**src/cdec_pkg.sv**
```systemverilog
// shared types for the compressed expander
// opcode and quadrant enums, widths, register numbers, fixed words
`default_nettype none

package cdec_pkg;

  // fetch word and expanded word width
  localparam int unsigned INSTR_W  = 32;
  // compressed instruction width
  localparam int unsigned CINSTR_W = 16;

  ////////////////////////////////////////////////////////////
  // rv32 major opcodes produced by the expansions
  ////////////////////////////////////////////////////////////
  typedef enum logic [6:0] {
    LOAD   = 7'b000_0011,
    STORE  = 7'b010_0011,
    OP_IMM = 7'b001_0011,
    OP     = 7'b011_0011,
    LUI    = 7'b011_0111,
    BRANCH = 7'b110_0011,
    JAL    = 7'b110_1111,
    JALR   = 7'b110_0111,
    SYSTEM = 7'b111_0011
  } opcode_e;

  // low two bits of a fetch word
  // full marks an uncompressed 32-bit instruction
  typedef enum logic [1:0] {
    Q0   = 2'b00,
    Q1   = 2'b01,
    Q2   = 2'b10,
    FULL = 2'b11
  } quadrant_e;

  // fixed register numbers used by the expansions
  localparam logic [4:0] REG_ZERO = 5'd0;
  localparam logic [4:0] REG_RA   = 5'd1;
  localparam logic [4:0] REG_SP   = 5'd2;

  // upper bits of a 3-bit register field, giving x8 to x15
  localparam logic [1:0] PRIME_PREFIX = 2'b01;

  // ebreak, imm 1 with the system opcode
  localparam logic [INSTR_W-1:0] EBREAK_WORD = {12'h001, 13'h0000, SYSTEM};

endpackage

`default_nettype wire

```
**src/cdec_stage_if.sv**
```systemverilog
// stage link carrying a classified fetch word
`timescale 1ns/1ps
`default_nettype none

interface cdec_stage_if;

  // one-cycle strobe, the fields below hold while it is high
  logic                          valid;
  // registered fetch word, upper half unused for compressed words
  logic [cdec_pkg::INSTR_W-1:0]  instr;
  // quadrant taken from the low two bits
  cdec_pkg::quadrant_e           quadrant;
  // set for every quadrant except full
  logic                          is_compressed;

  // input stage side
  modport producer (
    output valid,
    output instr,
    output quadrant,
    output is_compressed
  );

  // expand stage side
  modport consumer (
    input valid,
    input instr,
    input quadrant,
    input is_compressed
  );

endinterface

`default_nettype wire

```
**src/cdec_expand_stage.sv**
```systemverilog
// expand stage, quadrant select and output registers
`timescale 1ns/1ps
`default_nettype none

module cdec_expand_stage (
  input  logic                          clk,
  input  logic                          reset_i,
  cdec_stage_if.consumer                in_i,
  output logic                          valid_o,
  output logic [cdec_pkg::INSTR_W-1:0]  instr_o,
  output logic                          is_compressed_o,
  output logic                          illegal_o
);

  logic [cdec_pkg::CINSTR_W-1:0]  cinstr;
  logic [cdec_pkg::INSTR_W-1:0]   q0_instr;
  logic [cdec_pkg::INSTR_W-1:0]   q1_instr;
  logic [cdec_pkg::INSTR_W-1:0]   q2_instr;
  logic [cdec_pkg::INSTR_W-1:0]   instr_d;
  logic                           q0_illegal;
  logic                           q1_illegal;
  logic                           q2_illegal;
  logic                           illegal_d;

  // all three expanders see the low half in parallel
  assign cinstr = in_i.instr[cdec_pkg::CINSTR_W-1:0];

  cdec_q0_expand i_q0_expand (.cinstr_i(cinstr), .instr_o(q0_instr), .illegal_o(q0_illegal));
  cdec_q1_expand i_q1_expand (.cinstr_i(cinstr), .instr_o(q1_instr), .illegal_o(q1_illegal));
  cdec_q2_expand i_q2_expand (.cinstr_i(cinstr), .instr_o(q2_instr), .illegal_o(q2_illegal));

  ////////////////////////////////////////////////////////////
  // quadrant select
  ////////////////////////////////////////////////////////////
  always_comb begin
    case (in_i.quadrant)
      cdec_pkg::Q0: {instr_d, illegal_d} = {q0_instr, q0_illegal};
      cdec_pkg::Q1: {instr_d, illegal_d} = {q1_instr, q1_illegal};
      cdec_pkg::Q2: {instr_d, illegal_d} = {q2_instr, q2_illegal};
      // 32-bit word passes through as fetched
      default:      {instr_d, illegal_d} = {in_i.instr, 1'b0};
    endcase
  end

  // output strobe, one pulse per accepted word
  always_ff @(posedge clk) begin
    if (reset_i) begin
      valid_o <= 1'b0;
    end else begin
      valid_o <= in_i.valid;
    end
  end

  // result registers load with the strobe, hold between words
  always_ff @(posedge clk) begin
    if (in_i.valid) begin
      instr_o         <= instr_d;
      is_compressed_o <= in_i.is_compressed;
      illegal_o       <= illegal_d;
    end
  end

endmodule

`default_nettype wire

```
**src/cdec_input_stage.sv**
```systemverilog
// input stage, registers the strobed fetch word and classifies it
`timescale 1ns/1ps
`default_nettype none

module cdec_input_stage (
  input  logic                          clk,
  input  logic                          reset_i,
  input  logic                          valid_i,
  input  logic [cdec_pkg::INSTR_W-1:0]  instr_i,
  cdec_stage_if.producer                out_o
);

  logic                          valid_q;
  logic [cdec_pkg::INSTR_W-1:0]  instr_q;
  cdec_pkg::quadrant_e           quadrant;

  // strobe register, the only control state here
  always_ff @(posedge clk) begin
    if (reset_i) begin
      valid_q <= 1'b0;
    end else begin
      valid_q <= valid_i;
    end
  end

  // word register, loads on the strobe and holds otherwise
  always_ff @(posedge clk) begin
    if (valid_i) begin
      instr_q <= instr_i;
    end
  end

  // all four codes of the low bits are defined quadrants
  assign quadrant = cdec_pkg::quadrant_e'(instr_q[1:0]);

  // drive the stage link
  assign out_o.valid         = valid_q;
  assign out_o.instr         = instr_q;
  assign out_o.quadrant      = quadrant;
  // 11 in the low bits is the only 32-bit form
  assign out_o.is_compressed = (quadrant != cdec_pkg::FULL);

endmodule

`default_nettype wire

```
**src/cdec_q0_expand.sv**
```systemverilog
// quadrant 0 expansion: c.addi4spn, c.lw, c.sw
`timescale 1ns/1ps
`default_nettype none

module cdec_q0_expand (
  input  logic [cdec_pkg::CINSTR_W-1:0]  cinstr_i,
  output logic [cdec_pkg::INSTR_W-1:0]   instr_o,
  output logic                           illegal_o
);

  logic [2:0]                    funct3;
  logic [4:0]                    rd_p;
  logic [4:0]                    rs1_p;
  logic [cdec_pkg::INSTR_W-1:0]  lw_word;

  assign funct3 = cinstr_i[15:13];

  // prime registers x8..x15
  // rd' doubles as rs2' for c.sw
  assign rd_p  = {cdec_pkg::PRIME_PREFIX, cinstr_i[4:2]};
  assign rs1_p = {cdec_pkg::PRIME_PREFIX, cinstr_i[9:7]};

  // lw rd', uimm(rs1'), uimm[6|5:3|2] scattered over bits 5, 12:10, 6
  // also the base word for every illegal code
  assign lw_word = {5'b0, cinstr_i[5], cinstr_i[12:10], cinstr_i[6], 2'b00,
                    rs1_p, 3'b010, rd_p, cdec_pkg::LOAD};

  always_comb begin
    instr_o   = lw_word;
    illegal_o = 1'b0;
    case (funct3)
      3'b000: begin
        // c.addi4spn -> addi rd', sp, nzuimm
        // nzuimm[9:2] comes from bits 10:7, 12:11, 5, 6
        instr_o = {2'b0, cinstr_i[10:7], cinstr_i[12:11], cinstr_i[5], cinstr_i[6],
                   2'b00, cdec_pkg::REG_SP, 3'b000, rd_p, cdec_pkg::OP_IMM};
        // zero immediate is reserved, this covers the all-zero word
        illegal_o = (cinstr_i[12:5] == 8'b0);
      end
      3'b010: begin
        // c.lw
        instr_o = lw_word;
      end
      3'b110: begin
        // c.sw -> sw rs2', uimm(rs1'), store splits the offset at bit 5
        instr_o = {5'b0, cinstr_i[5], cinstr_i[12], rd_p, rs1_p, 3'b010,
                   cinstr_i[11:10], cinstr_i[6], 2'b00, cdec_pkg::STORE};
      end
      default: begin
        // float loads and stores, zc byte and half forms, reserved
        illegal_o = 1'b1;
      end
    endcase
  end

endmodule

`default_nettype wire

```
**src/cdec_q1_expand.sv**
```systemverilog
// quadrant 1 expansion: immediates, arithmetic on prime registers,
// jumps and compare-to-zero branches
`timescale 1ns/1ps
`default_nettype none

module cdec_q1_expand (
  input  logic [cdec_pkg::CINSTR_W-1:0]  cinstr_i,
  output logic [cdec_pkg::INSTR_W-1:0]   instr_o,
  output logic                           illegal_o
);

  logic [2:0]   funct3;
  logic [4:0]   rd;
  logic [4:0]   rd_p;
  logic [4:0]   rs2_p;
  logic [11:0]  imm6_sext;
  logic [11:0]  imm16sp;
  logic [19:0]  jal_imm;
  logic [4:0]   jal_rd;

  assign funct3 = cinstr_i[15:13];
  // full register field, also rs1 for addi
  assign rd     = cinstr_i[11:7];
  // prime fields for the arithmetic and branch groups
  assign rd_p   = {cdec_pkg::PRIME_PREFIX, cinstr_i[9:7]};
  assign rs2_p  = {cdec_pkg::PRIME_PREFIX, cinstr_i[4:2]};

  // 6-bit immediate, sign at bit 12
  assign imm6_sext = {{7{cinstr_i[12]}}, cinstr_i[6:2]};

  // addi16sp nzimm[9:4], bit order 9, 8:7, 6, 5, 4
  assign imm16sp = {{3{cinstr_i[12]}}, cinstr_i[4:3], cinstr_i[5], cinstr_i[2],
                    cinstr_i[6], 4'b0000};

  // jal immediate field, imm[20|10:1|11|19:12]
  assign jal_imm = {cinstr_i[12], cinstr_i[8], cinstr_i[10:9], cinstr_i[6],
                    cinstr_i[7], cinstr_i[2], cinstr_i[11], cinstr_i[5:3],
                    {9{cinstr_i[12]}}};

  // c.jal links to ra, c.j discards the link
  assign jal_rd = cinstr_i[15] ? cdec_pkg::REG_ZERO : cdec_pkg::REG_RA;

  always_comb begin
    instr_o   = {imm6_sext, rd, 3'b000, rd, cdec_pkg::OP_IMM};
    illegal_o = 1'b0;
    case (funct3)
      3'b000: begin
        // c.addi and c.nop -> addi rd, rd, imm
        instr_o = {imm6_sext, rd, 3'b000, rd, cdec_pkg::OP_IMM};
      end
      3'b001, 3'b101: begin
        // c.jal, c.j
        instr_o = {jal_imm, jal_rd, cdec_pkg::JAL};
      end
      3'b010: begin
        // c.li -> addi rd, x0, imm, rd of x0 is a hint
        instr_o = {imm6_sext, cdec_pkg::REG_ZERO, 3'b000, rd, cdec_pkg::OP_IMM};
      end
      3'b011: begin
        if (rd == cdec_pkg::REG_SP) begin
          // c.addi16sp -> addi sp, sp, nzimm
          instr_o = {imm16sp, cdec_pkg::REG_SP, 3'b000, cdec_pkg::REG_SP, cdec_pkg::OP_IMM};
        end else begin
          // c.lui -> lui rd, nzimm, rd of x0 is a hint
          instr_o = {{15{cinstr_i[12]}}, cinstr_i[6:2], rd, cdec_pkg::LUI};
        end
        // zero immediate reserved for both forms
        illegal_o = ({cinstr_i[12], cinstr_i[6:2]} == 6'b0);
      end
      3'b100: begin
        case (cinstr_i[11:10])
          2'b00, 2'b01: begin
            // c.srli, c.srai, bit 10 picks the arithmetic form
            instr_o = {1'b0, cinstr_i[10], 5'b0, cinstr_i[6:2], rd_p, 3'b101,
                       rd_p, cdec_pkg::OP_IMM};
            // shamt[5] only exists on rv64
            illegal_o = cinstr_i[12];
          end
          2'b10: begin
            // c.andi
            instr_o = {imm6_sext, rd_p, 3'b111, rd_p, cdec_pkg::OP_IMM};
          end
          default: begin
            // register-register group selected by bits 12, 6:5
            case ({cinstr_i[12], cinstr_i[6:5]})
              3'b000:  instr_o = {7'b0100000, rs2_p, rd_p, 3'b000, rd_p, cdec_pkg::OP};
              3'b001:  instr_o = {7'b0000000, rs2_p, rd_p, 3'b100, rd_p, cdec_pkg::OP};
              3'b010:  instr_o = {7'b0000000, rs2_p, rd_p, 3'b110, rd_p, cdec_pkg::OP};
              default: begin
                // c.and, and the and form as base for subw, addw and zc
                instr_o   = {7'b0000000, rs2_p, rd_p, 3'b111, rd_p, cdec_pkg::OP};
                illegal_o = cinstr_i[12];
              end
            endcase
          end
        endcase
      end
      default: begin
        // c.beqz, c.bnez -> beq/bne rs1', x0, imm, bit 13 picks bne
        instr_o = {{4{cinstr_i[12]}}, cinstr_i[6:5], cinstr_i[2], cdec_pkg::REG_ZERO,
                   rd_p, 2'b00, cinstr_i[13], cinstr_i[11:10], cinstr_i[4:3],
                   cinstr_i[12], cdec_pkg::BRANCH};
      end
    endcase
  end

endmodule

`default_nettype wire

```
**src/cdec_q2_expand.sv**
```systemverilog
// quadrant 2 expansion: slli, stack loads and stores,
// jr/jalr, mv/add and ebreak
`timescale 1ns/1ps
`default_nettype none

module cdec_q2_expand (
  input  logic [cdec_pkg::CINSTR_W-1:0]  cinstr_i,
  output logic [cdec_pkg::INSTR_W-1:0]   instr_o,
  output logic                           illegal_o
);

  logic [2:0]                    funct3;
  logic [4:0]                    rd;
  logic [4:0]                    rs2;
  logic [cdec_pkg::INSTR_W-1:0]  lwsp_word;

  assign funct3 = cinstr_i[15:13];
  assign rd     = cinstr_i[11:7];
  assign rs2    = cinstr_i[6:2];

  // lw rd, uimm(sp), uimm[7:6|5|4:2] from bits 3:2, 12, 6:4
  // base word for the float stack forms as well
  assign lwsp_word = {4'b0, cinstr_i[3:2], cinstr_i[12], cinstr_i[6:4], 2'b00,
                      cdec_pkg::REG_SP, 3'b010, rd, cdec_pkg::LOAD};

  always_comb begin
    instr_o   = lwsp_word;
    illegal_o = 1'b0;
    case (funct3)
      3'b000: begin
        // c.slli, rd or shamt of zero are hints
        instr_o   = {7'b0, rs2, rd, 3'b001, rd, cdec_pkg::OP_IMM};
        // shamt[5] is rv64 only
        illegal_o = cinstr_i[12];
      end
      3'b010: begin
        // c.lwsp, loading into x0 is reserved
        instr_o   = lwsp_word;
        illegal_o = (rd == cdec_pkg::REG_ZERO);
      end
      3'b100: begin
        if (rs2 == cdec_pkg::REG_ZERO) begin
          if (!cinstr_i[12] && (rd == cdec_pkg::REG_ZERO)) begin
            // jr x0 is reserved
            // op format so jump decoding downstream never sees it
            instr_o   = {7'b0, rs2, cdec_pkg::REG_ZERO, 3'b000, rd, cdec_pkg::OP};
            illegal_o = 1'b1;
          end else if (!cinstr_i[12]) begin
            // c.jr -> jalr x0, 0(rs1)
            instr_o = {12'b0, rd, 3'b000, cdec_pkg::REG_ZERO, cdec_pkg::JALR};
          end else if (rd == cdec_pkg::REG_ZERO) begin
            // c.ebreak
            instr_o = cdec_pkg::EBREAK_WORD;
          end else begin
            // c.jalr -> jalr ra, 0(rs1)
            instr_o = {12'b0, rd, 3'b000, cdec_pkg::REG_RA, cdec_pkg::JALR};
          end
        end else if (!cinstr_i[12]) begin
          // c.mv -> add rd, x0, rs2, rd of x0 is a hint
          instr_o = {7'b0, rs2, cdec_pkg::REG_ZERO, 3'b000, rd, cdec_pkg::OP};
        end else begin
          // c.add -> add rd, rd, rs2
          instr_o = {7'b0, rs2, rd, 3'b000, rd, cdec_pkg::OP};
        end
      end
      3'b110: begin
        // c.swsp -> sw rs2, uimm(sp), uimm[7:6|5:2] from bits 8:7, 12:9
        instr_o = {4'b0, cinstr_i[8:7], cinstr_i[12], rs2, cdec_pkg::REG_SP, 3'b010,
                   cinstr_i[11:9], 2'b00, cdec_pkg::STORE};
      end
      default: begin
        // float stack forms and rv64 stack forms
        illegal_o = 1'b1;
      end
    endcase
  end

endmodule

`default_nettype wire

```
**src/cdec_top.sv**
```systemverilog
// top level of the two-stage rv32c expander
// input stage and expand stage joined by one stage link
`timescale 1ns/1ps
`default_nettype none

module cdec_top (
  input  logic                          clk,
  input  logic                          reset_i,
  // single-cycle fetch strobe, no back-pressure
  input  logic                          valid_i,
  input  logic [cdec_pkg::INSTR_W-1:0]  instr_i,
  // result two edges after the strobe
  output logic                          valid_o,
  output logic [cdec_pkg::INSTR_W-1:0]  instr_o,
  output logic                          is_compressed_o,
  output logic                          illegal_o
);

  ////////////////////////////////////////////////////////////
  // stage link
  ////////////////////////////////////////////////////////////
  cdec_stage_if stage_if ();

  // first edge, capture and classify
  cdec_input_stage i_input_stage (
    .clk     (clk),
    .reset_i (reset_i),
    .valid_i (valid_i),
    .instr_i (instr_i),
    .out_o   (stage_if.producer)
  );

  ////////////////////////////////////////////////////////////
  // second edge, expand and register the result
  ////////////////////////////////////////////////////////////
  cdec_expand_stage i_expand_stage (
    .clk             (clk),
    .reset_i         (reset_i),
    .in_i            (stage_if.consumer),
    .valid_o         (valid_o),
    .instr_o         (instr_o),
    .is_compressed_o (is_compressed_o),
    .illegal_o       (illegal_o)
  );

endmodule

`default_nettype wire
```
**config.mk**
```make
export PLATFORM = sky130hd
export DESIGN_NAME = cdec_top
export DESIGN_NICKNAME = d
export VERILOG_FILES = /design/src/cdec_pkg.sv /design/src/cdec_stage_if.sv /design/src/cdec_expand_stage.sv /design/src/cdec_input_stage.sv /design/src/cdec_q0_expand.sv /design/src/cdec_q1_expand.sv /design/src/cdec_q2_expand.sv /design/src/cdec_top.sv
export SDC_FILE = /design/constraint.sdc
export NUM_CORES = 1
export LEC_CHECK = 0
export ABC_AREA = 1
export BUFFER_PORTS_ARGS = -buffer_cell sky130_fd_sc_hd__buf_4
export CAP_MARGIN = 20
export CORE_MARGIN = 3
export CORE_UTILIZATION = 51
export CTS_CLUSTER_DIAMETER = 30
export DETAILED_ROUTE_END_ITERATION = 7
export PLACE_DENSITY = 0.77
export SLEW_MARGIN = 20
export SYNTH_ARGS = -nofsm -noshare
export SYNTH_HDL_FRONTEND = slang
export SYNTH_SLANG_ARGS = --single-unit
```
**constraint.sdc**
```tcl
create_clock -name clk -period 1.6 [get_ports clk]
set_input_delay 0.32 -clock clk [delete_from_list [all_inputs] [get_ports clk]]
set_output_delay 0.32 -clock clk [all_outputs]
set_load 0.01 [all_outputs]
```
Yosys cells after proc, flatten, opt, wreduce, memory -nomap -nowiden
Index checks and enable logic that the tools add are counted.
{"block": "word_totals", "regBits": 68, "elab_cells": 55, "in_bits": 35, "output_inout_bits": 35}
{"block": "classes", "n_reduce_logical": 14, "muxes": 21, "eq_ne": 14}
{"op": "32-bit one-hot mux with 5 select lines", "n": 1}
{"op": "32-bit one-hot mux with 3 select lines", "n": 1}
{"op": "31-bit one-hot mux with 3 select lines", "n": 1}
{"op": "28-bit one-hot mux with 3 select lines", "n": 1}
{"op": "32-bit one-hot mux with 2 select lines", "n": 1}
{"op": "30-bit one-hot mux with 2 select lines", "n": 1}
{"op": "25-bit 2-to-1 mux", "n": 2}
{"op": "21-bit 2-to-1 mux", "n": 2}
{"op": "29-bit 2-to-1 mux", "n": 1}
{"op": "20-bit 2-to-1 mux", "n": 1}
{"op": "5-bit logical NOT", "n": 2}
{"op": "3-bit by 2-bit == test with 1-bit output, second input constant", "n": 3}
{"op": "3-bit == test, second input constant", "n": 3}
{"op": "8-bit logical NOT", "n": 1}
{"op": "3-bit by 1-bit == test with 1-bit output, second input constant", "n": 2}
{"op": "3-bit logical NOT", "n": 2}
{"op": "6-bit logical NOT", "n": 1}
{"op": "1-bit one-hot mux with 2 select lines", "n": 3}
{"op": "2-bit OR reduction", "n": 3}
{"op": "5-bit by 2-bit == test with 1-bit output, second input constant", "n": 1}
{"op": "2-bit by 1-bit == test with 1-bit output, second input constant", "n": 2}
{"op": "2-bit == test, second input constant", "n": 2}
{"op": "2-bit logical NOT", "n": 2}
{"op": "1-bit 2-to-1 mux", "n": 4}
{"op": "6 further kinds", "n": 6}

Depth between registers and ports, before layout
Gate-level depths: netlist (run 1).
{"block": "depth", "ltp_word": 7, "depth_mapped": 11, "mapped_depth_nobuf": 10}

Hierarchy
A second synthesis (run 1) with hierarchy kept.
{"block": "hier_totals", "cells_unflattened": 550, "hier_area_um2": 4466.8}
{"mod": "cdec_expand_stage", "instances": 1, "area_each_um2": 2013.2, "seq_area_each_um2": 1041.0, "cells_each": 227}
{"mod": "cdec_input_stage", "instances": 1, "area_each_um2": 1009.7, "seq_area_each_um2": 980.9, "cells_each": 38}
{"mod": "cdec_q1_expand", "instances": 1, "area_each_um2": 624.3, "seq_area_each_um2": 0.0, "cells_each": 126}
{"mod": "cdec_q2_expand", "instances": 1, "area_each_um2": 475.5, "seq_area_each_um2": 0.0, "cells_each": 94}
{"mod": "cdec_q0_expand", "instances": 1, "area_each_um2": 344.1, "seq_area_each_um2": 0.0, "cells_each": 65}

Worst setup path after synthesis (run 1)
OpenSTA, ideal clock, no wires.
{"block": "synth_timing", "path_type": "reg2reg", "from": "register i_input_stage.instr_q, in the netlist i_input_stage.out_o.instr[14]", "to": "register i_expand_stage.instr_o[26] (netlist bit), data pin", "t_arrival_ps": 1242, "path_buffers": 1, "slack_ps": 109, "setup_ps": 249, "path_stages_with_launch": 12, "path_cell_list": "edfxtp_1 -> buf_6 -> nor2_8 -> nand2_4 -> nand2_1 -> inv_1 -> nand2_1 -> nand2_1 -> nor2_1 -> nand3_1 -> nand2_1 -> inv_1"}
{"block": "synth_between", "elab_chain_len": 4, "word_cells_on_any_way": 12, "classes_between": "eq/ne (6); mux (4); reduce/logical (2)"}
{"element": "start, declared", "line": "cdec_input_stage.sv:14", "source": "logic [cdec_pkg::INSTR_W-1:0] instr_q;"}
{"element": "start signal, assigned", "line": "cdec_input_stage.sv:29", "source": "instr_q <= instr_i;"}
{"element": "3-bit by 1-bit == test with 1-bit output / 3-bit == test (equally long branches)", "line": "cdec_q1_expand.sv:46", "source": "case (funct3)"}
{"element": "2-bit OR reduction", "line": "cdec_q1_expand.sv:46"}
{"element": "32-bit one-hot mux with 5 select lines", "line": "cdec_q1_expand.sv:46"}
{"element": "32-bit one-hot mux with 3 select lines *", "line": "cdec_expand_stage.sv:36", "source": "case (in_i.quadrant)"}
{"element": "via i_expand_stage.instr_d, one bit", "line": "cdec_expand_stage.sv:19", "source": "logic [cdec_pkg::INSTR_W-1:0] instr_d;"}
{"element": "end signal, assigned", "line": "cdec_expand_stage.sv:57", "source": "instr_o <= instr_d;"}
{"element": "end, declared", "line": "cdec_expand_stage.sv:10", "source": "output logic [cdec_pkg::INSTR_W-1:0] instr_o,"}
The timed path passes the listed nets; every way through them passes the cells marked *.
A chain may end at the register's enable or synchronous reset.

Worst setup path in the final report (run 1)
{"block": "layout_timing", "from": "register i_input_stage.instr_q, in the netlist i_input_stage.out_o.instr[1]", "to": "register i_expand_stage.instr_o[31] (netlist bit), data pin"}
{"block": "layout_between", "elab_chain_len": 2, "word_cells_on_any_way": 4, "classes_between": "eq/ne (2); mux (1); reduce/logical (1)"}
{"element": "2-bit == test (tied with other cells)", "line": "cdec_expand_stage.sv:36"}
{"element": "32-bit one-hot mux with 3 select lines *", "line": "cdec_expand_stage.sv:36"}
{"element": "via i_expand_stage.instr_d, one bit", "line": "cdec_expand_stage.sv:19"}
Marked as above.

==> results of run 1 <==
==> report_power, final <==
part | internal, mW | switching, mW
clock network | 0.646 | 0.693
logic | 0.618 | 0.803
registers | 2.14 | 0.0654
==> routing by layer <==
layer	global-route usage, %	up-vias	part of all wire [%]
met2	52.93	435	44
li1	-	1859	-
met4	17.45	0	7.6
met1	40.07	1906	35
met3	9.342	124	13
met5	0	-	0
==> stage by stage <==
step / std cells / total power [mW] / hold WS, ps
6_report: 714 / 4.963 / 124.2
5_1_grt: 714 / 5.156 / 117.6
4_1_cts: 703 / 4.788 / 118.1
3_5_place_dp: 682 / 3.446 / 492.0
3_3_place_gp: 682 / 3.426 / 485.8
2_1_floorplan: 442 / 2.798 / 391.2
==> layout make-up <==
| class | instances | area [um2] |
|---|---|---|
| Sequential cell | 68 | 2022 |
| Multi-Input combinational cell | 319 | 1767 |
| Timing Repair inverter | 1 | 7.507 |
| Clock buffer | 11 | 151.4 |
| Clock inverter | 5 | 36.28 |
| Tap cell | 96 | 120.1 |
| Fill cell | 430 | 1323 |
| Timing Repair Buffer | 176 | 1423 |
| Inverter | 38 | 170.2 |
==> cell families after synthesis <==
| kind of cell | count (synthesis) | share of synthesized area (%) |
|---|---|---|
| other cells | 1 | 0.09811 |
| compound gates | 58 | 8.936 |
| flops | 68 | 52.90 |
| simple gates | 259 | 31.36 |
| buf+inv | 55 | 6.710 |
==> what timing repair did <==
| item | in CTS | in global routing |
|---|---|---|
| cloned | 0 | 1 |
| setup endpoints to repair | 15 | 30 |
| resized for setup | 14 | 77 |
| endpoints found under the hold margin | 0 | 0 |
| setup buffers | 5 | 11 |
| pin swaps | 3 | 16 |
==> worst max-delay path: stages, from the launching register on <==
cell	delay, ps
edfxtp_1	510
inv_2	140
nand2_4	70
buf_6	130
buf_4	140
a21oi_2	230
buf_4	190
o21ai_0	90
nand2_1	80
==> flip-flops by register name, indices dropped and copies added, names as in the netlist <==
register / cells
i_expand_stage.illegal_o: 1
i_input_stage.out_o.valid: 1
i_expand_stage.is_compressed_o: 1
i_expand_stage.instr_o: 32
i_input_stage.out_o.instr: 32
i_expand_stage.valid_o: 1
==> worst paths after layout <==
kind	startpoint	endpoint	depth (start not counted)
worst max-delay path	i_input_stage.out_o.instr[1]	i_expand_stage.instr_o[31]	8
worst min-delay path	reset_i	i_input_stage.out_o.valid	2
worst max register to register	i_input_stage.out_o.instr[1]	i_expand_stage.instr_o[31]	8
worst min register to register	i_input_stage.out_o.instr[30]	i_expand_stage.instr_o[30]	2
==> layout by cell type (no fill, tap or decap), types with 2 or more instances in the layout <==
master	netlist	routed
conb_1	1	2
buf_4	2	163
nand2_2	6	14
nand4_1	15	15
inv_2	7	9
nand3_2	2	5
nor3_1	5	3
nand3_4	1	2
nand3_1	38	34
a21oi_2	2	6
clkinv_2	0	2
o22ai_1	3	3
o21ai_1	6	16
a31oi_1	3	3
nand2_1	130	116
nand2_4	4	9
o2111ai_1	2	2
clkinvlp_4	0	5
clkbuf_8	0	11
o21ai_2	0	3
edfxtp_1	66	66
nor2_4	5	7
o21ai_0	16	3
dfxtp_1	2	2
a22oi_1	2	2
nor2_1	48	34
nor3_2	0	2
a21oi_1	16	11
inv_1	27	21
buf_6	3	7
buf_12	0	6
o211ai_1	2	2
inv_4	3	4
nor2_2	2	14
==> metrics.txt, run 1 <==
status complete, but fails checks; failing checks DRC, setup timing; CTS Buf Count 9; fraction of registers with async set/reset 0%; pre-CTS worst setup slack -86.59 ps; largest net degree at the start of global routing 34; mean post-synth cell area around 8.7 um2; Cells after Synth 441; cell with the most instances after synthesis nand2_1; Max-cap violations 0; initial antenna violation count 0; final slew viol count 0; Starting Density 54.46%; area delta synth->final 49.03%; Final Critical Period 1709 ps; critical path arrival 1930 ps; DRT iter0 DRCs 699; num rows 30; die width between 90 and 100 um; GRT Total Usage 32.92%; routed len/inst 19.86 um; via count 4324; Root Driver clkbuf_8; register area share after synthesis between 50 and 60%; hold buffers post-CTS 0; Yosys top cell area share 51.85%; vias in the first global route 4079; IO Pins 70; die area 8570 um2; Synth area leaders edfxtp_1, nand2_1, nand3_1; Worst setup SP type flop; Post-synth EDFFs 66; Remaining DRCs 2; Layout Nets 648; top_reg_cell synth edfxtp_1; PnR worst setup slack -109.1 ps; worst hold-check path type in -> reg; DP HPWL roughly 10000 um; Die H 92.58 um; DP Area 5124 um2; R2R setup slack -110 ps; post-route design area 5697 um2; period utilization 106.8%; unrepaired setup endpoints after global routing yes; CTS tree done; leading area contributor after synthesis edfxtp_1; CTS Buffer Depth 2; post-synthesis cell type count 39; Clk pin slew, worst setup/hold paths 80 ps; final hold vios 0; Power Dens Cells 871.2 nW/um2; layout cells sized above 1 a little under half; critical path type reg -> reg; Critical Path RT 1820 ps; worst skew pair latency between 300 and 400 ps; Crit. End Element flop; final setup TNS -973.6 ps; final core utilization 81.16%; RePlAce Congestion 1.122; Static Leakage 2.518 nW; synth cell count leaders nand2_1, edfxtp_1, nor2_1, nand3_1, inv_1; WL final ~14000 um; achievable frequency 585.1 MHz; total gr overflow 0; PortBufs 69; Mapped Area 3822 um2; Peak VDD IR 0.0005874 V; Ys Warns 0; vias per std cell a little over 6; # diodes 0; first-pass detailed-route iteration total 7; core area 7019 um2; post-route ant nets 0; first-pass GRT wire length between 20000 and 25000 um; H-tree Lvls 3; CP max FO 4; synthesis-stage register bit count a little under 70; clock sink count 68; final-report setup violation count 17; skew final 13.66 ps
Power figures use the tool's default switching activity.
==> run 2, diff against run 1 <==
--- a/config.mk
+++ b/config.mk
@@ -8,7 +8,6 @@
 export ABC_AREA = 1
 export BUFFER_PORTS_ARGS = -buffer_cell sky130_fd_sc_hd__buf_4
 export CAP_MARGIN = 20
-export CORE_MARGIN = 3
 export CORE_UTILIZATION = 51
 export CTS_CLUSTER_DIAMETER = 30
 export DETAILED_ROUTE_END_ITERATION = 7
==> metrics.txt, run 2 (same netlist as run 1, synthesis figures left out) <==
Die H 88.58 um (-4.3%); Worst Setup EP i_expand_stage.instr_o[17]; status complete, but fails checks; switching share of power 28.32% (-3.1 points); Crit. End Element flop; Starting Density 52.70% (-1.8 points); DP Area 5075 um2 (-0.95%); area delta synth->final 51.62%; die area 7846 um2 (-8.5%); Remaining DRCs 0 (-2); H-tree Lvls 3 (unchanged); IO Pins 70 (unchanged); Final Power 5.513 mW (+11%); vias in the first global route 3906 (-4.2%); Net Switching 1.561 mW (about the same); initial antenna violation count 0 (unchanged); period utilization 107.5% (+0.68 points); met3 Usage GRT 7.929% (-1.4 points); vias per std cell 5.842 (-3.5%); R2R setup slack -120 ps (about the same); most frequent cells in the layout buf_4, nand2_1, edfxtp_1, nor2_1, nand3_1; CP max FO 7 (+3); Layout Nets 644 (-0.62%); critical path arrival 1830 ps (-100 ps); commonest non-fill, non-tap cell in the layout buf_4; DP HPWL 9883 um (-3.5%); clock sink count 68 (unchanged); Clk pin slew, worst setup/hold paths 80 ps (about the same); hold buffers post-CTS 0 (unchanged); Max-cap violations 0 (unchanged); post-route design area 5796 um2 (+1.7%); cell count after placement 683 (+0.15%); first-pass detailed-route iteration total 6 (-1); first-pass GRT wire length 20270 um (-4.4%); CP startpoint i_input_stage.out_o.instr[14]; layout cells sized above 1 45.93% (+0.62 points); Power Dens Cells 951.3 nW/um2 (+9.2%); Critical Path RT 1710 ps (-110 ps); pre-CTS worst setup slack -78.43 ps (+8.153 ps); GRT Max-Usage Layer met2; Static Leakage 2.541 nW (+0.91%); PortBufs 69 (unchanged); Int Pwr 3.952 mW (+16%); achievable frequency 581.4 MHz (-0.64%); CTS Buffer Depth 2 (unchanged); final setup TNS -1113 ps (-139.0 ps); largest net degree at the start of global routing 34 (unchanged); RePlAce Congestion 1.084 (-3.4%); Clk network pwr share 34.2% (+7.2 points); Peak VDD IR 0.0007442 V (+27%); FF-to-FF Start i_input_stage.out_o.instr[14]; Final Critical Period 1720 ps (+10.94 ps); Root Driver clkbuf_8; core area 7253 um2 (+3.3%); share of total power in sequential cells 39.9% (-4.5 points); Combinational Power Share 25.9% (-2.7 points); DRT iter0 DRCs 574 (-18%); skew final 11.57 ps (-2.092 ps); via count 4165 (-3.7%); worst hold-check path type in -> reg; worst r2r dst i_expand_stage.instr_o[17]; worst skew pair latency 350 ps (about the same); WL final 13770 um (-2.9%); worst r2r path cells 10 (+2); die width 88.58 um (-4.3%); PnR worst setup slack -120.0 ps (-10.94 ps); final hold vios 0 (unchanged); global routing usage on met2 57.34% (+4.4 points); met1 usage 45.60% (+5.5 points); GRT Total Usage 36.31% (+3.4 points); final slew viol count 0 (unchanged); CTS tree done; critical path type reg -> reg; routed len/inst 19.31 um (-2.8%); num rows 31 (+3.3%); total gr overflow 0 (unchanged); unrepaired setup endpoints after global routing yes; fin cells 713 (-0.14%); # diodes 0 (unchanged); CTS Buf Count 9 (unchanged); Worst setup SP type flop; failing checks setup timing; post-route ant nets 0 (unchanged); final-report setup violation count 21 (+4)
[run 2: cell count changes in the layout (fill, tap and decap cells not counted), sizes merged]
cell,delta
buf,-3
clkbuf,-1
bufinv,+4
clkinvlp,-4
inv,-1
clkinv,+1
[run 2: layer usage]
metal  wire (um)  up-vias
met5           0        -
met4         861        0
met3        1600       94
met2        6176      362
met1        5129     1862
li1            -     1847
[run 2: layout make-up]
cell class / instances / area [um2]
Tap cell: 99 / 123.9
Multi-Input combinational cell: 319 / 1834
Clock buffer: 10 / 127.6
Sequential cell: 68 / 2022
Clock inverter: 6 / 137.6
Inverter: 38 / 183.9
Timing Repair Buffer: 173 / 1366
Fill cell: 469 / 1458
[run 2: power by group through the flow]
stage	Combinational (mW)	Sequential [mW]	Clock, mW
2_1_floorplan	0.521	2.28	0
3_3_place_gp	1.19	2.23	0
3_5_place_dp	1.19	2.23	0
4_1_cts	1.27	2.20	1.89
5_1_grt	1.51	2.22	1.96
6_report	1.43	2.20	1.88
[run 2: worst max-delay path, stage by stage (launching register included)]
cell      delay, ps
edfxtp_1        450
buf_12          180
nor2_8          180
nand2_8         110
nand2_4         100
buf_4           120
nand2_1          50
nand2_1          50
nand2_1          50
nor2_1          100
a21oi_1          80
[run 2: repair_timing]
action | 4_1_cts | 5_1_grt
setup endpoints to repair | 19 | 29
setup buffers | 8 | 7
gates resized for setup | 37 | 72
gates cloned | 1 | 0
pin swaps | 13 | 31
[run 2: worst min path at each step]
stage                                     end  slack [ps]  depth (start not counted)    start
floorplan           i_input_stage.out_o.valid         390                          1  reset_i
global placement    i_input_stage.out_o.valid         490                          2  reset_i
detailed placement     i_expand_stage.valid_o         490                          2  reset_i
CTS                    i_expand_stage.valid_o         120                          2  reset_i
global route        i_input_stage.out_o.valid         130                          2  reset_i
finish                 i_expand_stage.valid_o         120                          2  reset_i
[run 2: stage by stage]
stage,hold WS (ps),util [%]
final,120.5,79.90
after global routing,130.0,79.90
after CTS,117.1,76.33
after detailed placement,491.1,69.97
after global placement,486.8,69.97
after floorplan,391.2,-
==> run 3, diff against run 2 <==
--- a/config.mk
+++ b/config.mk
@@ -5,13 +5,12 @@
 export SDC_FILE = /design/constraint.sdc
 export NUM_CORES = 1
 export LEC_CHECK = 0
-export ABC_AREA = 1
 export BUFFER_PORTS_ARGS = -buffer_cell sky130_fd_sc_hd__buf_4
 export CAP_MARGIN = 20
-export CORE_UTILIZATION = 51
+export CORE_UTILIZATION = 50
 export CTS_CLUSTER_DIAMETER = 30
 export DETAILED_ROUTE_END_ITERATION = 7
-export PLACE_DENSITY = 0.77
+export PLACE_DENSITY = 0.76
 export SLEW_MARGIN = 20
 export SYNTH_ARGS = -nofsm -noshare
 export SYNTH_HDL_FRONTEND = slang
==> metrics.txt, run 3 <==
status complete, but fails checks; failing checks setup timing; Largest delay share family, worst path simple AND/OR/NAND/NOR gates; RePlAce Congestion 1.047 (-3.4%); DP HPWL 9499 um (-3.9%); die width 88.18 um (-0.45%); pre-CTS worst setup slack -368.4 ps (-289.9 ps); Yosys top cell area share 53.37% (+1.5 points); Power Dens Cells 904.9 nW/um2 (-4.9%); DRT iter0 DRCs 677 (+18%); achievable frequency 499.8 MHz (-14%); Clk pin slew, worst setup/hold paths 80 ps (about the same); Peak VDD IR 0.0005919 V (-20%); footprint of the multi-input gates 1894 um2 (+3.3%); final setup TNS -7583 ps (-6471 ps); most frequent cells in the layout buf_4, edfxtp_1, nand2_1, a21oi_1, nor2_1; GRT Total Usage 37.53% (+1.2 points); Layout Nets 581 (-9.8%); CP max stage delay 580 ps (+130 ps); first-pass detailed-route iteration total 6 (unchanged); routed len/inst 22.33 um (+16%); Static Leakage 2.329 nW (-8.3%); WL final 14520 um (+5.4%); Post-Synth XOR/XNOR Area 0% (unchanged); layout cells sized above 1 49.91% (+4.0 points); mux share of post-synthesis cell area 0.8086% (+0.81 points); post-synthesis cell type count 52 (+33%); register area share after synthesis 54.45% (+1.6 points); fillers 444 (-5.3%); Synth area leaders edfxtp_1, nand2_1, o21ai_0; Critical Path RT 1800 ps (+90 ps); CTS Buffer Depth 2 (unchanged); total gr overflow 0 (unchanged); CTS Buf Count 9 (unchanged); Die H 88.18 um (-0.45%); cell with the most instances after synthesis edfxtp_1; CP max FO 3 (-4); DP Area 5092 um2 (+0.35%); final slew viol count 0 (unchanged); mean post-synth cell area 9.956 um2 (+15%); critical path arrival 2200 ps (+370 ps); compound-gate portion of the synthesized area 24.09% (+15 points); final hold vios 0 (unchanged); first-pass GRT wire length 20930 um (+3.3%); via count 4206 (+0.98%); Post-Synth Adder-Cell Area 0% (unchanged); Post-synth EDFFs 66 (unchanged); Ys Warns 0 (unchanged); Final Critical Period 2001 ps (+280.7 ps); vias per std cell 6.471 (+11%); clock sink count 68 (unchanged); initial antenna violation count 0 (unchanged); Cells after Synth 373 (-15%); PortBufs 69 (unchanged); CTS tree done; IO Pins 70 (unchanged); largest family of logic cells by synthesized area compound AO/OA/AOI/OAI gates; H-tree Lvls 3 (unchanged); Max-cap violations 0 (unchanged); post-route design area 5908 um2 (+1.9%); worst skew pair latency 360 ps (about the same); # diodes 0 (unchanged); skew final 10.83 ps (-0.7405 ps); unrepaired setup endpoints after global routing yes; Buf/Inv on CP 1 (-1); cell count after placement 610 (-11%); core area 7214 um2 (-0.53%); commonest non-fill, non-tap cell in the layout buf_4; period utilization 125.0% (+18 points); Crit. End Element flop; leading area contributor after synthesis edfxtp_1; slowest CP cell or4_4; fraction of registers with async set/reset 0% (unchanged); CP Cell Sequence or4_4 > buf_4 > a211oi_4 > nor2_4 > a31oi_2 > o2bb2ai_1; worst hold-check path type in -> reg; post-route ant nets 0 (unchanged); Remaining DRCs 0 (unchanged); die area 7776 um2 (-0.89%); synth cell count leaders edfxtp_1, nand2_1, o21ai_0, a21oi_1, nor2_1; area delta synth->final 59.10%; Worst setup SP type flop; final hold slack 118.3 ps (-2.138 ps); Starting Density 51.47% (-1.2 points); synthesis-stage register bit count 68 (unchanged); final-report setup violation count 30 (+43%); simple-gate portion of the synthesized area 15.84% (-16 points); Mapped Area 3714 um2 (-2.8%); critical path type reg -> reg; largest net degree at the start of global routing 36 (+5.9%); Root Driver clkbuf_8; num rows 31 (unchanged); fin cells 650 (-8.8%); vias in the first global route 3952 (+1.2%); Register Area 2022 um2 (unchanged); PnR worst setup slack -400.8 ps (-280.7 ps); top_reg_cell synth edfxtp_1
run 3: cell count changes in the layout (fill, tap and decap cells not counted), sizes merged, moves of 12 or more:
cell	delta
buf	+22
inv	-25
nand2	-94
nand3	-34
nand4	-12
nor2	-28
run 3: stage by stage:
stage                     util (%)  power, mW
after global placement       70.59      3.474
after CTS                    78.81      5.195
after global routing         81.89      5.489
after floorplan                  -      2.815
after detailed placement     70.59      3.495
final                        81.89      5.347
run 3: repair_timing:
item                                    4_1_cts  5_1_grt
resized for setup                            73       35
endpoints found under the setup margin       30       30
pin swaps                                    24       19
buffers inserted                             15       12
hold buffers                                  0        0
gates cloned                                  1        0
run 3: kinds of logic (layout without fill, tap and decap cells):
kind of cell    count (synthesis)  after routing
compound gates                133            133
buf+inv                        44            221
flops                          68             68
mux                             3              3
other cells                     1              2
simple gates                  124            124
run 3: worst paths after layout:
path,cells past startpoint,startpoint,endpoint,slack (ps)
max,6,i_input_stage.out_o.instr[6],i_expand_stage.instr_o[18],-400
min,2,reset_i,i_expand_stage.valid_o,120
max reg2reg,6,i_input_stage.out_o.instr[6],i_expand_stage.instr_o[18],-400
min reg2reg,1,i_input_stage.out_o.instr[19],i_expand_stage.instr_o[19],540
run 3: routing by layer:
metal / wire, um / part of all wire (%) / global-route usage, %
met2: 6788 / 47 / 60.21
met5: 0 / 0 / 0
met4: 889 / 6.1 / 19.21
met3: 1515 / 10 / 9.331
met1: 5321 / 37 / 46.97
run 3: final cells by class:
class / instances / area share, %
flip-flops and latches: 68 / 34.22
multi-input cells: 262 / 32.06
repair buffers: 195 / 27.32
clock buffers: 10 / 2.160
well taps: 99 / 2.097
clock inverters: 6 / 1.504
inverters: 10 / 0.6353
run 3: where the power goes:
group	switching, mW	internal (mW)
registers	0.0706	2.14
logic	0.838	0.715
clock network	0.709	0.878
total	1.62	3.73
